==> config.mk <==
export PLATFORM = sky130hd
export DESIGN_NAME = load_align
export DESIGN_NICKNAME = d
export VERILOG_FILES = /design/src/source/isa_pkg.sv /design/src/source/lsu_pkg.sv /design/src/source/load_align.sv
export SDC_FILE = /design/constraint.sdc
export NUM_CORES = 1
export LEC_CHECK = 0
export ABC_AREA = 1
export BUFFER_PORTS_ARGS = -buffer_cell sky130_fd_sc_hd__clkbuf_2
export CORE_ASPECT_RATIO = 1.1
export CORE_MARGIN = 2
export CORE_UTILIZATION = 46
export CTS_BUF_LIST = sky130_fd_sc_hd__clkbuf_2
export CTS_CLUSTER_DIAMETER = 200
export DETAILED_ROUTE_END_ITERATION = 6
export PLACE_DENSITY = 0.81
export SLEW_MARGIN = 25
export SYNTH_ARGS = -nofsm -noshare
export SYNTH_HDL_FRONTEND = slang
export SYNTH_SLANG_ARGS = --single-unit
==> constraint.sdc <==
create_clock -name clk -period 1.3 [get_ports clk]
set_input_delay 0.195 -clock clk [delete_from_list [all_inputs] [get_ports clk]]
set_output_delay 0.195 -clock clk [all_outputs]
set_load 0.02 [all_outputs]
==> src/source/isa_pkg.sv <==
`default_nettype none

package isa_pkg;

    localparam int LANES = 4;

    typedef logic [31:0] word_t;        // Big-endian, lane 0 in bits 31:24
    typedef logic [15:0] half_t;
    typedef logic [7:0] byte_t;
    typedef logic [31:0] byte_addr_t;
    typedef logic [1:0] lane_t;         // Byte offset inside a word

    typedef enum logic [5:0] {
        OP_LB  = 6'b100000,
        OP_LH  = 6'b100001,
        OP_LWL = 6'b100010,
        OP_LW  = 6'b100011,
        OP_LBU = 6'b100100,
        OP_LHU = 6'b100101,
        OP_LWR = 6'b100110,
        OP_SB  = 6'b101000,
        OP_SH  = 6'b101001,
        OP_SW  = 6'b101011
    } opcode_t;

    // Lane 0 is the most significant byte
    function automatic byte_t word_lane(word_t w, lane_t lane);
        return w[31 - 8*lane -: 8];
    endfunction

endpackage

`default_nettype wire

==> src/source/lsu_pkg.sv <==
`default_nettype none

package lsu_pkg;

    import isa_pkg::*;

    typedef logic [3:0] byte_en_t;      // Bit i enables lane i

    localparam byte_en_t BE_BYTE = 4'b0001;
    localparam byte_en_t BE_HALF = 4'b0011;
    localparam byte_en_t BE_WORD = 4'b1111;

    typedef struct packed {
        logic        rd;
        logic        wr;
        logic [29:0] word_addr;         // RAM takes the low ADDR_WIDTH bits
        byte_en_t    be;
        word_t       wdata;             // Already in its lanes
    } mem_req_t;

    typedef struct packed {
        logic     valid;
        opcode_t  op;
        byte_en_t be;
        word_t    rt;                   // Old register value for merges
    } load_ctl_t;

endpackage

`default_nettype wire

==> src/source/load_align.sv <==
`timescale 1ns/10ps
`default_nettype none

module load_align (
    input logic clk,
    input logic reset,
    input lsu_pkg::load_ctl_t load_ctl,
    input isa_pkg::word_t rdata,
    output logic load_valid,
    output isa_pkg::word_t load_data
);

    import isa_pkg::*;
    import lsu_pkg::*;

    load_ctl_t ctl_q;
    byte_t sel_byte;
    half_t sel_half;
    word_t merged;

    // Second stage so the controls line up with rdata
    always_ff @(posedge clk) begin
        if (reset) begin
            ctl_q <= '0;
        end else begin
            ctl_q <= load_ctl;
        end
    end

    assign load_valid = ctl_q.valid;

    always_comb begin
        sel_byte = word_lane(rdata, 2'd0);
        for (int i = 0; i < LANES; i++) begin
            if (ctl_q.be[i]) begin
                sel_byte = word_lane(rdata, lane_t'(i));
            end
        end
    end

    assign sel_half = ctl_q.be[0] ? rdata[31:16] : rdata[15:0];

    // Memory lane where enabled, old rt lane elsewhere
    always_comb begin
        merged = ctl_q.rt;
        for (int i = 0; i < LANES; i++) begin
            if (ctl_q.be[i]) begin
                merged[31 - 8*i -: 8] = word_lane(rdata, lane_t'(i));
            end
        end
    end

    always_comb begin
        case (ctl_q.op)
            OP_LB: begin
                load_data = {{24{sel_byte[7]}}, sel_byte};
            end
            OP_LBU: begin
                load_data = {24'd0, sel_byte};
            end
            OP_LH: begin
                load_data = {{16{sel_half[15]}}, sel_half};
            end
            OP_LHU: begin
                load_data = {16'd0, sel_half};
            end
            OP_LWL, OP_LWR: begin
                load_data = merged;
            end
            default: begin
                load_data = rdata;          // LW
            end
        endcase
    end

endmodule

`default_nettype wire

# Word level (Yosys, flattened, before mapping)
# Cells that the tools add are included.
# totals
word_cells	20
input_bits	77
register_bits	43
# op_classes
n_reduce_logical	1
muxes	9
eq_ne	6
# op_table
cell	count
$pmux 32 s5	1
$mux 8	7
$eq 6x6->1 const B	6
$mux 16	1
$reduce_or 2->1	1

# Logic depth before layout (Yosys ltp)
# depth
depth_word	4
ltp_mapped	10
ltp_nobuf	9

# Worst setup path before layout
# No wires, ideal clock.
# synth_path
path_kind	reg2out
start	register ctl_q[40] (netlist name)
end	output load_data[4]
path_slack_ps	-219
required_time_ps	1105
path_stages_with_launch	8
arrival_time_ps	1324
cell_sequence	dfxtp_1 > inv_1 > nand2_1 > nor2_4 > nand2_2 > nor2_1 > nor2_1 > a21oi_1
# synth_via
elab_chain_cells	3
elab_cells_between_ends	8
classes_between	eq/ne: 6; mux: 1; reduce/logical: 1
# synth_lines
item	line	source
from (decl)	load_align.sv:16	load_ctl_t ctl_q;
from (signal assigned)	load_align.sv:26	ctl_q <= load_ctl;
$eq 6x6->1	load_align.sv:54	case (ctl_q.op)
$reduce_or 2->1	load_align.sv:54	
$pmux 32 s5 (*)	load_align.sv:54	
to (decl)	load_align.sv:10	output isa_pkg::word_t load_data
# Every way passes the cells marked *; elsewhere a longest branch is shown, timed or not.

# Final worst setup path
# layout_path
start	register ctl_q[33] (netlist name)
end	output load_data[9]
# layout_via
elab_chain_cells	4
# layout_lines
item	line	source
$mux 8 (3 in a row)	load_align.sv:35	if (ctl_q.be[i]) begin
$pmux 32 s5	load_align.sv:54	
# No other way between the ends.

==> PnR_summary.wiki <==
{| class="wikitable"
! Metric !! Value
|-
| Result of the run || finished with violations
|-
| Failing checks || setup timing
|-
| Remaining Overflow, GRT || 0
|-
| Worst hold-check path type || in2reg
|-
| Number of design rule violations left after detail routing || 0
|-
| Number of max-slew violations in the final report || 0
|-
| Setup repair after global routing missed its margin || true
|-
| Reported leakage power || 2.76 nW
|-
| Post-Synth XOR/XNOR Area || 0%
|-
| Final setup viols || 32
|-
| Least-Margin Pin Slew || 316 ps
|-
| 1st-iter DRT viols || 570
|-
| Cell accounting for the most synthesized area || sky130_fd_sc_hd__dfxtp_1
|-
| Proportion of layout cells with a drive suffix above 1 || 41.8%
|-
| Net count of the finished layout || 741
|-
| Total track usage || 35.8%
|-
| Weighted congestion reported at the end of routability-driven placement || 0.925
|-
| Final core utilization || 86.5%
|-
| Share of synthesized area spent on multiplexers || 0%
|-
| Share of the synthesized area in the top cell type || 31.1%
|-
| Horizontal extent of the die || 77.9 um
|-
| Clock buffer count from CTS || 5
|-
| Area of the mapped netlist || 2760 um2
|-
| Yosys cell types || 20
|-
| Crit Path Category || reg2out
|-
| Area Growth Syn to Fin || 81.7%
|-
| Port buffer count || 109
|-
| Worst setup startpoint || ctl_q[33]
|-
| Endpoint type of the worst setup path || output port
|-
| Worst path setup slack after routing || -792 ps
|-
| Clock Tree Buf Depth || 2
|-
| Detail-routed net length per standard cell || 16.7 um
|-
| Clk sink count || 43
|-
| Kind of start point of the critical path || register
|-
| Die area || 6650 um2
|-
| WP data arrival || 1900 ps
|-
| Number of storage elements in the synthesis netlist || 43
|-
| Max-cap violations || 0
|-
| I/O pin count || 110
|-
| Overall via count from detail_route || 4,105
|-
| Average size of a mapped cell || 5.72 um2
|-
| Initial core utilization || 47.6%
|-
| Cells after Synth || 483
|-
| Count of warnings emitted by yosys || 0
|-
| Per-cell via count in the routed design || 5.53
|-
| Post-route design area || 5020 um2
|-
| VDD IR max || 595 uV
|-
| Leading cell types by total area after synthesis || sky130_fd_sc_hd__dfxtp_1 (31%), sky130_fd_sc_hd__nand2_1 (19%), sky130_fd_sc_hd__nor2_1 (12%), sky130_fd_sc_hd__nand3_1 (11%), sky130_fd_sc_hd__inv_1 (8.7%)
|-
| Total wirelength of the detailed-routed design || 12,400 um
|-
| Worst-path maximum fanout || 9
|-
| Vias in the first global route || 3,997
|-
| Antenna violation net count after detailed routing || 0
|-
| First-pass GRT wire length || 18,800 um
|-
| Antenna violations before repair || 0
|-
| Clock Pin Slew Worst Setup and Hold Paths || 220 ps
|-
| Die Y-Extent || 85.3 um
|-
| Main combinational cell family by area after synthesis || simple AND/OR/NAND/NOR gates
|-
| Compound-gate portion of the synthesized area || 9.33%
|-
| Hold depth || 2
|-
| Tcrit/Tclk final || 161%
|-
| Shortest period the worst path allows || 2090 ps
|-
| Placed Area || 4040 um2
|-
| CP Data Required Time || 1110 ps
|-
| Power Dens Cells || 689 nW/um2
|-
| PnR Total Power || 3.46 mW
|-
| Final Hold Vio Count || 0
|-
| Slew Limit Headroom || 78.9%
|-
| Core Footprint || 5810 um2
|-
| Number of iterations in the first detailed-routing pass || 5
|-
| Worst Hold Launch || reset
|-
| Maximum level of the CTS H-tree || 2
|-
| Simple-gate portion of the synthesized area || 45.7%
|-
| Portion of the post-synthesis area used by sequential elements || 31.1%
|-
| Destination of the worst hold path || ctl_q[24]
|-
| Cell at the root of the clock tree || sky130_fd_sc_hd__clkbuf_2
|-
| Number of standard-cell rows in the floorplan || 29
|-
| ANT cells || 0
|-
| Upper clock frequency limit || 478 MHz
|-
| Maximum number of pins on one net before global-route repair || 33
|-
| Syn_nets || 560
|-
| Summed negative setup slack over all endpoints || -23,620 ps
|-
| Arithmetic-cell share of the synthesized area counting full adders, half adders and majority gates || 0%
|-
| Half-perimeter wire length after placement || 7340 um
|-
| CTS tree || done
|}
power by group:
group | switching, mW | total (mW) | internal (mW) | leakage [nW]
registers | 0.0417 | 1.43 | 1.39 | 0.362
clock network | 0.453 | 0.599 | 0.147 | 0.0330
logic | 0.742 | 1.43 | 0.689 | 2.36
total | 1.24 | 3.46 | 2.23 | 2.76
sequential cells by signal, summed over array words and instances (netlist names):
signal	count
ctl_q	42
load_valid	1
cells in the final DEF, fill, tap and decap left out, types with 15 or more instances in the layout:
master / instances
sky130_fd_sc_hd__a21oi_1: 20
sky130_fd_sc_hd__buf_4: 35
sky130_fd_sc_hd__buf_8: 16
sky130_fd_sc_hd__clkbuf_2: 84
sky130_fd_sc_hd__dfxtp_1: 34
sky130_fd_sc_hd__dlygate4sd3_1: 43
sky130_fd_sc_hd__inv_1: 58
sky130_fd_sc_hd__nand2_1: 119
sky130_fd_sc_hd__nand2_2: 17
sky130_fd_sc_hd__nand3_1: 26
sky130_fd_sc_hd__nand3_2: 20
sky130_fd_sc_hd__nand3_4: 15
sky130_fd_sc_hd__nor2_1: 73
metal layers:
layer | track usage, % | routed length, um | vias to the layer above
li1 | - | - | 1859
met1 | 37.6 | 4160 | 1858
met2 | 64.6 | 6360 | 313
met3 | 7.98 | 1180 | 75
met4 | 22.0 | 684 | 0
met5 | 0 | 0 | -
Yosys cell counts:
library cell and count:
sky130_fd_sc_hd__o21ai_0 9, sky130_fd_sc_hd__nand3_2 2, sky130_fd_sc_hd__o2111ai_1 6, sky130_fd_sc_hd__or2_2 7, sky130_fd_sc_hd__buf_4 1, sky130_fd_sc_hd__nand4_1 1
sky130_fd_sc_hd__a21oi_1 32, sky130_fd_sc_hd__nor2_4 2, sky130_fd_sc_hd__buf_6 1, sky130_fd_sc_hd__dfxtp_1 43, sky130_fd_sc_hd__nor3_1 1, sky130_fd_sc_hd__nand2_1 139
sky130_fd_sc_hd__buf_2 17, sky130_fd_sc_hd__nand2_2 1, sky130_fd_sc_hd__nor3_4 1, sky130_fd_sc_hd__inv_2 3, sky130_fd_sc_hd__nor2_1 87, sky130_fd_sc_hd__nand3_1 59
sky130_fd_sc_hd__inv_1 64, sky130_fd_sc_hd__clkbuf_1 7
kinds of logic after synthesis:
group | Yosys count
flip-flops | 43
AO/OA/AOI/OAI | 47
AND/OR/NAND/NOR | 300
buffers and inverters | 93
how the worst max path moves through the flow:
stage,end,slack (ps)
finish,load_data[9],-790
detailed placement,load_data[21],-250
global placement,load_data[10],-230
global route,load_data[4],-860
floorplan,load_data[8],-60
CTS,load_data[21],-670
through the flow:
stage	std cells	setup WS [ps]	hold WS (ps)
global route	742	-856	132
CTS	738	-672	114
global placement	686	-230	385
finish	742	-792	138
floorplan	483	-64.7	295
detailed placement	686	-248	386
critical path, stage by stage (launching register included):
cell                       delay [ps]
sky130_fd_sc_hd__dfxtp_4          430
sky130_fd_sc_hd__inv_2             40
sky130_fd_sc_hd__nand2_2           60
sky130_fd_sc_hd__nand2_2           50
sky130_fd_sc_hd__nand2_1           70
sky130_fd_sc_hd__nand2_1           70
sky130_fd_sc_hd__nand2_1           90
sky130_fd_sc_hd__nand2_2           90
sky130_fd_sc_hd__nand3_4          150
sky130_fd_sc_hd__buf_12           160
sky130_fd_sc_hd__nand3_2          100
sky130_fd_sc_hd__clkbuf_8         170
final cells by class:
| type | count | area, um2 |
|---|---|---|
| Inverter | 67 | 259 |
| Timing Repair Buffer | 200 | 1770 |
| Sequential cell | 43 | 882 |
| Clock buffer | 7 | 35.0 |
| Fill cell | 302 | 783 |
| Multi-Input combinational cell | 347 | 1980 |
| Tap cell | 77 | 96.3 |
| Clock inverter | 1 | 5.00 |
repair_timing:
item | CTS | global route
cloned | 0 | 1
endpoints found under the setup margin | 32 | 32
buffers inserted | 1 | 3
pin swaps | 15 | 6
hold buffers | 43 | 0
gates resized for setup | 82 | 56
hold endpoints to repair | 43 | 0
Note: power is estimated with default switching activity, not from simulation.
