===== config.mk =====
export PLATFORM = sky130hd
export DESIGN_NAME = load_store_issue
export DESIGN_NICKNAME = d
export VERILOG_FILES = /design/src/source/isa_pkg.sv /design/src/source/lsu_pkg.sv /design/src/source/load_store_issue.sv
export SDC_FILE = /design/constraint.sdc
export NUM_CORES = 1
export LEC_CHECK = 0
export BUFFER_PORTS_ARGS = -buffer_cell sky130_fd_sc_hd__buf_2
export CORE_UTILIZATION = 47
export DETAILED_ROUTE_END_ITERATION = 6
export GPL_ROUTABILITY_DRIVEN = 0
export PLACE_DENSITY_LB_ADDON = 0.12
export SLEW_MARGIN = 40
export SYNTH_ARGS = -nofsm -noshare
export SYNTH_HDL_FRONTEND = slang
export SYNTH_SLANG_ARGS = --single-unit

===== constraint.sdc =====
create_clock -name clk -period 7.85 [get_ports clk]
set_input_delay 1.57 -clock clk [delete_from_list [all_inputs] [get_ports clk]]
set_output_delay 1.57 -clock clk [all_outputs]
set_load 0.05 [all_outputs]

===== src/source/isa_pkg.sv =====
`default_nettype none

package isa_pkg;

    localparam int LANES = 4;

    typedef logic [31:0] word_t;        // Big-endian, lane 0 in bits 31:24
    typedef logic [15:0] half_t;
    typedef logic [7:0] byte_t;
    typedef logic [31:0] byte_addr_t;
    typedef logic [1:0] lane_t;         // Byte offset inside a word

    typedef enum logic [5:0] {
        OP_LB  = 6'b100000,
        OP_LH  = 6'b100001,
        OP_LWL = 6'b100010,
        OP_LW  = 6'b100011,
        OP_LBU = 6'b100100,
        OP_LHU = 6'b100101,
        OP_LWR = 6'b100110,
        OP_SB  = 6'b101000,
        OP_SH  = 6'b101001,
        OP_SW  = 6'b101011
    } opcode_t;

    // Lane 0 is the most significant byte
    function automatic byte_t word_lane(word_t w, lane_t lane);
        return w[31 - 8*lane -: 8];
    endfunction

endpackage

`default_nettype wire


===== src/source/lsu_pkg.sv =====
`default_nettype none

package lsu_pkg;

    import isa_pkg::*;

    typedef logic [3:0] byte_en_t;      // Bit i enables lane i

    localparam byte_en_t BE_BYTE = 4'b0001;
    localparam byte_en_t BE_HALF = 4'b0011;
    localparam byte_en_t BE_WORD = 4'b1111;

    typedef struct packed {
        logic        rd;
        logic        wr;
        logic [29:0] word_addr;         // RAM takes the low ADDR_WIDTH bits
        byte_en_t    be;
        word_t       wdata;             // Already in its lanes
    } mem_req_t;

    typedef struct packed {
        logic     valid;
        opcode_t  op;
        byte_en_t be;
        word_t    rt;                   // Old register value for merges
    } load_ctl_t;

endpackage

`default_nettype wire


===== src/source/load_store_issue.sv =====
`timescale 1ns/10ps
`default_nettype none

module load_store_issue #(
    parameter int ADDR_WIDTH = 8
) (
    input logic clk,
    input logic reset,
    input logic req_valid,
    input isa_pkg::opcode_t req_op,
    input isa_pkg::byte_addr_t req_addr,
    input isa_pkg::word_t req_rt,
    output lsu_pkg::mem_req_t mem_req,
    output lsu_pkg::load_ctl_t load_ctl,
    output logic addr_error
);

    import isa_pkg::*;
    import lsu_pkg::*;

    lane_t offset;
    logic is_load;
    logic is_store;
    logic misaligned;
    logic accept;
    byte_en_t be_next;
    word_t wdata_next;

    assign offset = req_addr[1:0];

    always_comb begin
        is_load = 1'b0;
        is_store = 1'b0;
        misaligned = 1'b0;
        be_next = '0;
        wdata_next = req_rt;
        case (req_op)
            OP_LB, OP_LBU: begin
                is_load = 1'b1;
                be_next = BE_BYTE << offset;
            end
            OP_LH, OP_LHU: begin
                is_load = 1'b1;
                be_next = BE_HALF << offset;
                misaligned = offset[0];
            end
            OP_LW: begin
                is_load = 1'b1;
                be_next = BE_WORD;
                misaligned = (offset != 2'd0);
            end
            OP_LWL: begin
                is_load = 1'b1;
                be_next = BE_WORD << offset;        // Lanes k to 3
            end
            OP_LWR: begin
                is_load = 1'b1;
                be_next = BE_WORD >> (2'd3 - offset);   // Lanes 0 to k
            end
            OP_SB: begin
                is_store = 1'b1;
                be_next = BE_BYTE << offset;
                wdata_next = {4{req_rt[7:0]}};
            end
            OP_SH: begin
                is_store = 1'b1;
                be_next = BE_HALF << offset;
                misaligned = offset[0];
                wdata_next = {2{req_rt[15:0]}};
            end
            OP_SW: begin
                is_store = 1'b1;
                be_next = BE_WORD;
                misaligned = (offset != 2'd0);
            end
            default: ;                      // Unknown opcode, dropped
        endcase
    end

    assign accept = req_valid & (is_load | is_store) & ~misaligned;

    always_ff @(posedge clk) begin
        if (reset) begin
            mem_req.rd <= 1'b0;
            mem_req.wr <= 1'b0;
            load_ctl.valid <= 1'b0;
            addr_error <= 1'b0;
        end else begin
            mem_req.rd <= accept & is_load;
            mem_req.wr <= accept & is_store;
            load_ctl.valid <= accept & is_load;
            addr_error <= req_valid & (is_load | is_store) & misaligned;
            if (req_valid) begin
                mem_req.word_addr <= 30'(req_addr[ADDR_WIDTH+1:2]);    // Wraps to RAM depth
                mem_req.be <= be_next;
                mem_req.wdata <= wdata_next;
                load_ctl.op <= req_op;
                load_ctl.be <= be_next;
                load_ctl.rt <= req_rt;
            end
        end
    end

endmodule

`default_nettype wire


== After elaboration in Yosys (flattened, before gate mapping) ==
Cells that the tools add are included.
Cells by class
  add/subtract/negate cells: 1
  equality and inequality tests: 10
  shift-type cells: 4
  muxes and demuxes: 5
  bitwise operators: 8
  reduce and logical (&&, ||, !) cells: 7
Operators by type and width (number)
  32-bit one-hot mux with 2 select lines: 1
  6-bit equality test, second input constant: 10
  4-bit one-hot mux with 5 select lines: 1
  3-bit OR reduction: 3
  7-bit OR reduction: 1
  1-bit AND: 5
  1-bit by 2-bit << shifter with 4-bit output, first input constant: 1
  2-bit by 2-bit << shifter with 4-bit output, first input constant: 1
  4-bit by 2-bit << shifter with 4-bit output, first input constant: 1
  4-bit by 2-bit >> shifter with 4-bit output, first input constant: 1
  1-bit 2-to-1 mux: 2
  1-bit NOT: 2
  1-bit one-hot mux with 2 select lines: 1
  2-bit AND reduction: 1
  2-bit nonzero test: 1
  2-bit OR reduction: 1
  2-bit subtractor, first input constant: 1
  1-bit bitwise OR: 1
Storage, ports and cells
  bits in registers: 85
  output and inout port bits: 112
  logic and storage cells: 43

== Logic depth before layout (Yosys ltp) ==
Gate-level depths: netlist of run 1.
  word-level depth: 7
  depth in mapped cells: 6
  depth with buffers taken out: 3

== Worst setup path before layout of run 1 ==
Ideal clock, no wire load.
  kind: input-to-reg
  start point: in reset
  end point: reg mem_req[66] (netlist name)
  setup time: 120 ps
  arrival time: 5511 ps
  setup slack: 2220 ps
  stages on the path: 3
  path buffers: 0
  cell sequence: nor2b_1 -> nand2_1 -> a2111oi_0
RTL lines
  start, declared: line load_store_issue.sv:8  | input logic reset,
  end, declared: line load_store_issue.sv:13  | output lsu_pkg::mem_req_t mem_req,

== Worst setup path in the final report of run 1 ==
  start point: in req_op[2]
  end point: reg mem_req[22] (netlist name) (data pin)
On the way
  word-level cells in the longest chain between the ends: 2
  elaborated cells between the ends (all ways): 3
Ends and longest elaborated chain
  start, declared: line load_store_issue.sv:10  | input isa_pkg::opcode_t req_op,
  6-bit equality test: line load_store_issue.sv:37  | case (req_op)
  32-bit one-hot mux with 2 select lines (*): line load_store_issue.sv:37
  net wdata_next[22]: line load_store_issue.sv:27  | word_t wdata_next;
The timed path passes the listed nets; every way through them passes the cells marked *.
A chain may end at the register's enable or synchronous reset.

==> results of run 1 <==
## area by class of cell
cell class	count	area (um2)	area share (%)
sequential	77	2280	57.5
timing repair buffer	141	708	17.8
multi-input combinational	102	692	17.4
clock buffer	10	128	3.22
tap	77	96.3	2.43
clock inverter	6	53.8	1.36
inverter	2	7.51	0.189
## sequential cells by signal, summed over array words and instances, names as in the netlist
register,count
addr_error,1
mem_req,41
load_ctl,35
## layout by cell type (no fill, tap or decap), types with 2 or more instances in the layout
master     netlist  layout
o32ai_1          2       2
nand2_1          3       3
nor2_1           2       2
clkinv_1         0       3
mux2_2          14      14
nor2b_1          3       2
inv_1            2       2
edfxtp_1        74      74
conb_1           1      22
buf_2            1     140
nor3_1           3       3
and2_1           2       2
mux2i_1          8       8
dfxtp_1          3       3
a2111oi_0        2       2
a21oi_1          6       6
o21ai_0         21      21
mux2_4           2       2
clkbuf_8         0       9
## report_power, final
group / leakage, nW / internal (mW) / switching [mW]
Clock: 0.0888 / 0.143 / 0.138
Combinational: 0.853 / 0.0398 / 0.168
Sequential: 0.715 / 0.480 / 0.00660
## Yosys cell counts (all sizes together)
| cell type | count | area (um2) |
|---|---|---|
| edfxtp | 74 | 2220 |
| mux2 | 16 | 188 |
| inv | 2 | 7.51 |
| nor3 | 4 | 31.3 |
| a221oi | 1 | 8.76 |
| o22ai | 1 | 6.26 |
| nand2b | 1 | 6.26 |
| nor3b | 1 | 7.51 |
| buf | 40 | 309 |
| nor2 | 2 | 7.51 |
| nor2b | 3 | 18.8 |
| o32ai | 2 | 17.5 |
| a21o | 1 | 7.51 |
| or3b | 1 | 11.3 |
| and2 | 2 | 12.5 |
| a2111oi | 2 | 17.5 |
| o21a | 1 | 7.51 |
| conb | 1 | 3.75 |
| nand2 | 3 | 11.3 |
| clkbuf | 5 | 18.8 |
| and4 | 1 | 8.76 |
| mux2i | 8 | 80.1 |
| nor4 | 1 | 6.26 |
| dfxtp | 3 | 60.1 |
| o21ai | 21 | 105 |
| or2 | 2 | 12.5 |
| a21oi | 6 | 30.0 |
## critical path, stage by stage
cell and delay, ps:
buf_2 180, nand2b_1 460, or2_1 650, mux2_2 400
## layer usage
layer / vias to the layer above / wire, um
met5: - / 0
met4: 0 / 93
met3: 9 / 504
met2: 105 / 3090
met1: 1003 / 2640
li1: 966 / -
## cell families (layout without fill, tap and decap cells)
| kind of cell | count (synthesis) | count (layout) |
|---|---|---|
| DFF | 77 | 77 |
| and+or+nand+nor | 21 | 21 |
| AOI/OAI and AO/OA | 35 | 35 |
| other | 1 | 22 |
| muxes | 24 | 24 |
| buffers and inverters | 47 | 159 |
## worst paths after layout
kind,start,endpoint,slack [ps],depth (start not counted)
hold / removal,req_addr[7],mem_req[41],1400,1
setup / recovery,req_op[2],mem_req[22],4660,4
## metrics by stage
stage	setup WS (ps)	instances	hold WS, ps	power, mW
after global routing	4580	415	1380	1.01
after floorplan	2220	226	1670	0.671
after detailed placement	4240	399	1750	0.704
after global placement	4320	399	1750	0.702
after CTS	4610	415	1380	0.981
final	4660	415	1400	0.976
==> impl_metrics.csv, run 1 <==
group,metric,value,unit
cts,h-tree-depth,3,
global_route,grt_pass1_wl,9.39,mm
global_route,grt_max_degree,54,
final_layout,fin_area,3970,um2
floorplan,fp.dieH,84.8,um
global_route,groute.layer.met2.usage,27.9,%
sta,tns,0,ps
final_layout,fillers,529,
cts,cts_sinks,77,
run_status,violations,"design-rule violations",
final_layout,drive_gt1_share,51.2,%
floorplan,dieWidth,84.8,um
routing,wl_per_cell,15.2,um
yosys,synthSimpleGateAreaFrac,4.15,%
cts,cts_root_buf,"clkbuf_8",
sta,maxSlewViolCount,0,
routing,via_count,2083,
floorplan,rows,29,
final_layout,fin_util,61.1,%
yosys,synth_mux_area_share,8.31,%
floorplan,ios,185,
floorplan,start_util,49.6,%
yosys,syn_area_per_cell,15.7,um2
routing,drt_iter0_drc,116,
routing,ant_nets,0,
power,vdd_drop_max,0.000128,V
place,place_area,3790,um2
yosys,synthAdderAreaFrac,0,%
routing,drt_wl_total,6.32,mm
floorplan,die_area,7190,um2
place,portBuffers,140,
cts,cts.reportedPaths.clkPinSlew,80,ps
floorplan,core_area,6490,um2
yosys,syn_inst,205,
sta,hold_viol_final,0,
cts,clockBufferDepth,2,
sta,final-setup-viol-count,0,
setup_path,cp_data_arrival_time,3280,ps
yosys,syn-cell-area,3220,um2
power,p_leak,1.66,nW
final_layout,final_nets,406,
final_layout,area_growth,23.1,%
final_layout,n_antenna_cell,0,
yosys,yosys_warnings,0,
global_route,busiest_layer,"met2",
worst_hold_path,min_path_type,"in -> reg",
cts,cts_tree,"done",
cts,ctsResizeCount,0,
yosys,synth_top_family_by_area,"buffers and inverters",
run_status,status,"complete, but fails checks",
cts,postCtsSetupBuffers,0,
sta,worst_slew_pin_slew,735,ps
routing,first_pass_iters,7,
sta,fmax,314,MHz
routing,drc,14,
yosys,synth_xor_area_share,0,%
setup_path,path_class,"in -> reg",
sta,fin_crit,3190,ps
routing,viasPerCell,5.02,
place,dp_hpwl,4.41,mm
global_route,grt_util_met1,22.4,%
run,drv_cap,0,
setup_path,startpoint_type,"input port",
power,p_per_area,246,nW/um2
global_route,antenna_found_initial,0,
sta,slew-limit-headroom,51.0,%
sta,rsz0062_at_grt,"no",
yosys,seq_area_frac_synth,70.8,%
global_route,overflow,0,
yosys,synth-compound-area-share,6.21,%
yosys,ys_types,34,
setup_path,cp.required,7950,ps
setup_path,critPathMaxFanout,16,
global_route,use_met3,4.86,%
cts,numCtsBuffers,9,
yosys,synth_seq_cells,77,
setup_path,cp-end-kind,"register",
global_route,grt_pass1_vias,1858,
global_route,track_usage,17.6,%
cts,cts-hold-fix-buffers,0,
sta,post-route-period-util,40.6,%
(Power assumes the default switching activity.)
==> run 2: changes to the inputs <==
--- a/config.mk
+++ b/config.mk
@@ -6,7 +6,7 @@
 export NUM_CORES = 1
 export LEC_CHECK = 0
 export BUFFER_PORTS_ARGS = -buffer_cell sky130_fd_sc_hd__buf_2
-export CORE_UTILIZATION = 47
+export CORE_UTILIZATION = 44
 export DETAILED_ROUTE_END_ITERATION = 6
 export GPL_ROUTABILITY_DRIVEN = 0
 export PLACE_DENSITY_LB_ADDON = 0.12
==> constraint.sdc (replaced) <==
create_clock -name clk -period 3.3 [get_ports clk]
set_input_delay 0.66 -clock clk [delete_from_list [all_inputs] [get_ports clk]]
set_output_delay 0.66 -clock clk [all_outputs]
set_load 0.05 [all_outputs]
==> run 2 against run 1 <==
Net effect: count of clock-buffer cells in the layout unchanged; sequential share of layout area decreased by 0.79 points; largest cell class unchanged; combinational power increased by 140%; highest routed layer unchanged; the flow now finishes without violations; power increased by 140%.
==> impl_metrics.csv, run 2 (synthesized netlist as in run 1, its figures left out) <==
group,metric,value,unit
run_status,status,"finished clean",
power,total_power,2.36,mW
final_layout,final_nets,408,
floorplan,die_area,7670,um2
routing,via_count,2078,
routing,drt_wl_total,6.20,mm
cts,clockBufferDepth,2,
routing,drc,0,
routing,viasPerCell,4.77,
setup_path,cp_data_arrival_time,2260,ps
cts,cts_tree,"done",
power,p_per_area,586,nW/um2
final_layout,drive_gt1_share,52.4,%
sta,worst_slew_pin_slew,725,ps
place,portBuffers,140,
routing,drt_iter0_drc,90,
floorplan,rows,30,
power,vdd_drop_max,0.000266,V
setup_path,path_class,"in -> reg",
global_route,antenna_found_initial,0,
setup_path,startpoint_type,"input port",
routing,wl_per_cell,14.2,um
cts,cts.reportedPaths.clkPinSlew,80,ps
cts,h-tree-depth,3,
run,drv_cap,0,
cts,postCtsSetupBuffers,0,
place,dp_hpwl,4.30,mm
setup_path,cp.required,3390,ps
global_route,grt_pass1_wl,8.85,mm
cts,cts_sinks,77,
routing,first_pass_iters,4,
final_layout,layout_common_cells,"buf_2 (140), edfxtp_1 (74), conb_1 (22)",
floorplan,ios,185,
sta,fin_crit,2170,ps
cts,ctsResizeCount,0,
power,p_leak,1.67,nW
final_layout,reg.largest.list,"mem_req (41), load_ctl (35), addr_error (1)",
sta,tns,0,ps
final_layout,area_growth,24.8,%
sta,rsz0062_at_grt,"no",
floorplan,fp.dieH,87.6,um
floorplan,core_area,6940,um2
global_route,grt_max_degree,48,
sta,fmax,461,MHz
final_layout,layout_commonest_cell,"buf_2",
sta,maxSlewViolCount,0,
sta,post-route-period-util,65.8,%
setup_path,critPathMaxFanout,16,
global_route,grt_pass1_vias,1799,
floorplan,dieWidth,87.6,um
sta,hold_viol_final,0,
cts,cts_root_buf,"clkbuf_8",
worst_hold_path,min_path_type,"in -> reg",
cts,cts-hold-fix-buffers,0,
final_layout,largest_reg_flops,41,
sta,whs,492,ps
sta,slew-limit-headroom,51.6,%
global_route,overflow,0,
sta,final-setup-viol-count,0,
setup_path,cp-end-kind,"register",
final_layout,n_antenna_cell,0,
global_route,track_usage,15.9,%
cts,numCtsBuffers,9,
final_layout,regMostFlops,"mem_req",
routing,ant_nets,0,
floorplan,start_util,46.4,%
==> run 2: power by group <==
group	internal [mW]	switching [mW]	total [mW]
sequential	1.14	0.0147	1.16
clock	0.355	0.350	0.705
combinational	0.0963	0.399	0.495
total	1.59	0.764	2.36
==> run 2: final timing paths <==
kind	startpoint	end	cells after the start
hold / removal	req_addr[9]	mem_req[43]	1
setup / recovery	req_op[1]	mem_req[21]	4
==> run 2: final cells by class <==
cell class	count	area [um2]
clock buffers	10	128
clock inverters	6	70.1
fillers	580	2920
inverters	2	7.51
multi-input cells	102	692
flip-flops and latches	77	2280
well taps	96	120
repair buffers	143	723
==> run 2: critical path, cell delays in order <==
cell and delay (ps):
buf_2 160, or3b_4 490, or2_1 530, mux2_4 400
==> run 2: routing by layer <==
metal	up-vias	global-route usage [%]	part of all wire, %
li1	968	-	-
met2	112	25.7	49
met3	16	3.86	6.3
met1	982	19.2	42
met4	0	9.84	2.8
met5	-	0	0
==> run 2: through the flow <==
| stage | util (%) | setup WS (ps) | std cells | instance area, um2 |
|---|---|---|---|---|
| floorplan | - | 93.8 | 226 | 3300 |
| global placement | 55.1 | 770 | 420 | 3820 |
| detailed placement | 55.1 | 760 | 420 | 3820 |
| CTS | 57.9 | 1120 | 436 | 4020 |
| global route | 57.9 | 1080 | 436 | 4020 |
| finish | 57.9 | 1130 | 436 | 4020 |
==> run 3: changes to the inputs <==
==> constraint.sdc (replaced) <==
create_clock -name clk -period 2.1 [get_ports clk]
set_input_delay 0.42 -clock clk [delete_from_list [all_inputs] [get_ports clk]]
set_output_delay 0.42 -clock clk [all_outputs]
set_load 0.05 [all_outputs]
==> run 3 against run 2 <==
Net effect: via count fell by 1.3%; hold slack worse by 250 ps; cell count grew 1.8%; final area is 2.7% higher; sequential cell count did not move; first-iteration DRC count unchanged; critical path depth up 1; worst setup slack worse by 670 ps; sequential share of layout area is 1.5 points lower; wire length is 2.0% higher; global-route usage increased by 0.59 points.
==> impl_metrics.csv, run 3 (synthesized netlist as in run 1, its figures left out) <==
group,metric,value,unit
place,place_area,3920,um2
place,dp_hpwl,4.60,mm
run,drv_cap,0,
setup_path,critPathMaxStageDelay,460,ps
routing,wl_per_cell,14.2,um
global_route,grt_util_met1,19.1,%
floorplan,dieWidth,87.6,um
global_route,busiest_layer,"met2",
setup_path,startpoint_type,"input port",
routing,drc,0,
final_layout,n_antenna_cell,0,
setup_path,critPathMaxFanout,9,
final_layout,final_nets,417,
final_layout,drive_gt1_share,53.7,%
sta,rsz0062_at_grt,"no",
power,vdd_drop_max,0.000364,V
routing,ant_nets,0,
floorplan,start_util,46.4,%
routing,first_pass_iters,4,
cts,postCtsSetupBuffers,0,
sta,fmax,609,MHz
cts,cts_root_buf,"clkbuf_8",
routing,drt_iter0_drc,90,
power,total_power,3.80,mW
global_route,grt_pass1_vias,1849,
setup_path,cp_data_arrival_time,1740,ps
setup_path,crit_family,"simple AND/OR/NAND/NOR gates",
cts,cts_tree,"done",
routing,drt_wl_total,6.32,mm
global_route,antenna_found_initial,0,
worst_hold_path,min_path_type,"in -> reg",
cts,h-tree-depth,3,
global_route,overflow,0,
final_layout,layout_common_cells,"buf_2 (140), edfxtp_1 (74), conb_1 (22)",
sta,fin_crit,1640,ps
place,portBuffers,140,
routing,via_count,2050,
cts,cts.reportedPaths.clkPinSlew,80,ps
setup_path,worstPathCellList,"buf_2, or3b_4, nor3_4, buf_4, mux2_2",
global_route,groute.layer.met2.usage,27.6,%
floorplan,rows,30,
setup_path,slowest_stage,"or3b_4",
global_route,use_met3,4.62,%
cts,ctsResizeCount,0,
sta,hold_viol_final,0,
setup_path,path_class,"in -> reg",
global_route,track_usage,16.5,%
final_layout,regMostFlops,"mem_req",
power,p_per_area,920,nW/um2
final_layout,fin_area,4130,um2
final_layout,area_growth,28.1,%
routing,viasPerCell,4.62,
floorplan,ios,185,
floorplan,die_area,7670,um2
global_route,grt_max_degree,33,
floorplan,fp.dieH,87.6,um
final_layout,reg.largest.list,"mem_req (41), load_ctl (35), addr_error (1)",
sta,post-route-period-util,78.1,%
cts,cts_sinks,77,
cts,clockBufferDepth,2,
floorplan,core_area,6940,um2
run_status,status,"finished clean",
cts,cts-hold-fix-buffers,0,
final_layout,largest_reg_flops,41,
setup_path,cp-end-kind,"register",
sta,final-setup-viol-count,0,
sta,maxSlewViolCount,0,
final_layout,layout_commonest_cell,"buf_2",
power,p_leak,1.73,nW
setup_path,cp_num_buf_inv,2,
global_route,grt_pass1_wl,9.12,mm
setup_path,cp.required,2200,ps
cts,numCtsBuffers,9,
-- run 3: area by class of cell --
class | instances | area, um2
inverter | 2 | 7.51
timing repair buffer | 152 | 816
tap | 96 | 120
clock buffer | 9 | 124
clock inverter | 6 | 88.8
fill | 578 | 2810
sequential | 77 | 2280
multi-input combinational | 102 | 692
-- run 3: worst paths after layout --
| path | depth (start not counted) | from | slack, ps | end |
|---|---|---|---|---|
| worst max-delay path | 5 | req_op[4] | 460 | mem_req[14] |
| worst min-delay path | 1 | req_addr[6] | 240 | mem_req[40] |
-- run 3: power breakdown --
group / internal, mW / total [mW] / switching [mW]
Sequential: 1.79 / 1.82 / 0.0235
Clock: 0.662 / 1.19 / 0.529
Combinational: 0.164 / 0.793 / 0.629
-- run 3: per-stage QoR --
stage / TNS [ps] / hold slack [ps] / setup slack (ps) / std cells / util [%]
2_1_floorplan: -11.3 / 519 / -11.3 / 226 / -
3_3_place_gp: 0 / 597 / 102 / 429 / 56.4
3_5_place_dp: 0 / 599 / 93.0 / 429 / 56.4
4_1_cts: 0 / 228 / 463 / 444 / 59.5
5_1_grt: 0 / 227 / 357 / 444 / 59.5
6_report: 0 / 242 / 459 / 444 / 59.5
-- run 3: layer usage --
layer  wire, um  vias to the layer above  share of wire, %
met4        141                        0               2.2
met2       3190                       97                50
met5          0                        -                 0
li1           -                      988                 -
met3        456                       13               7.2
met1       2540                      952                40
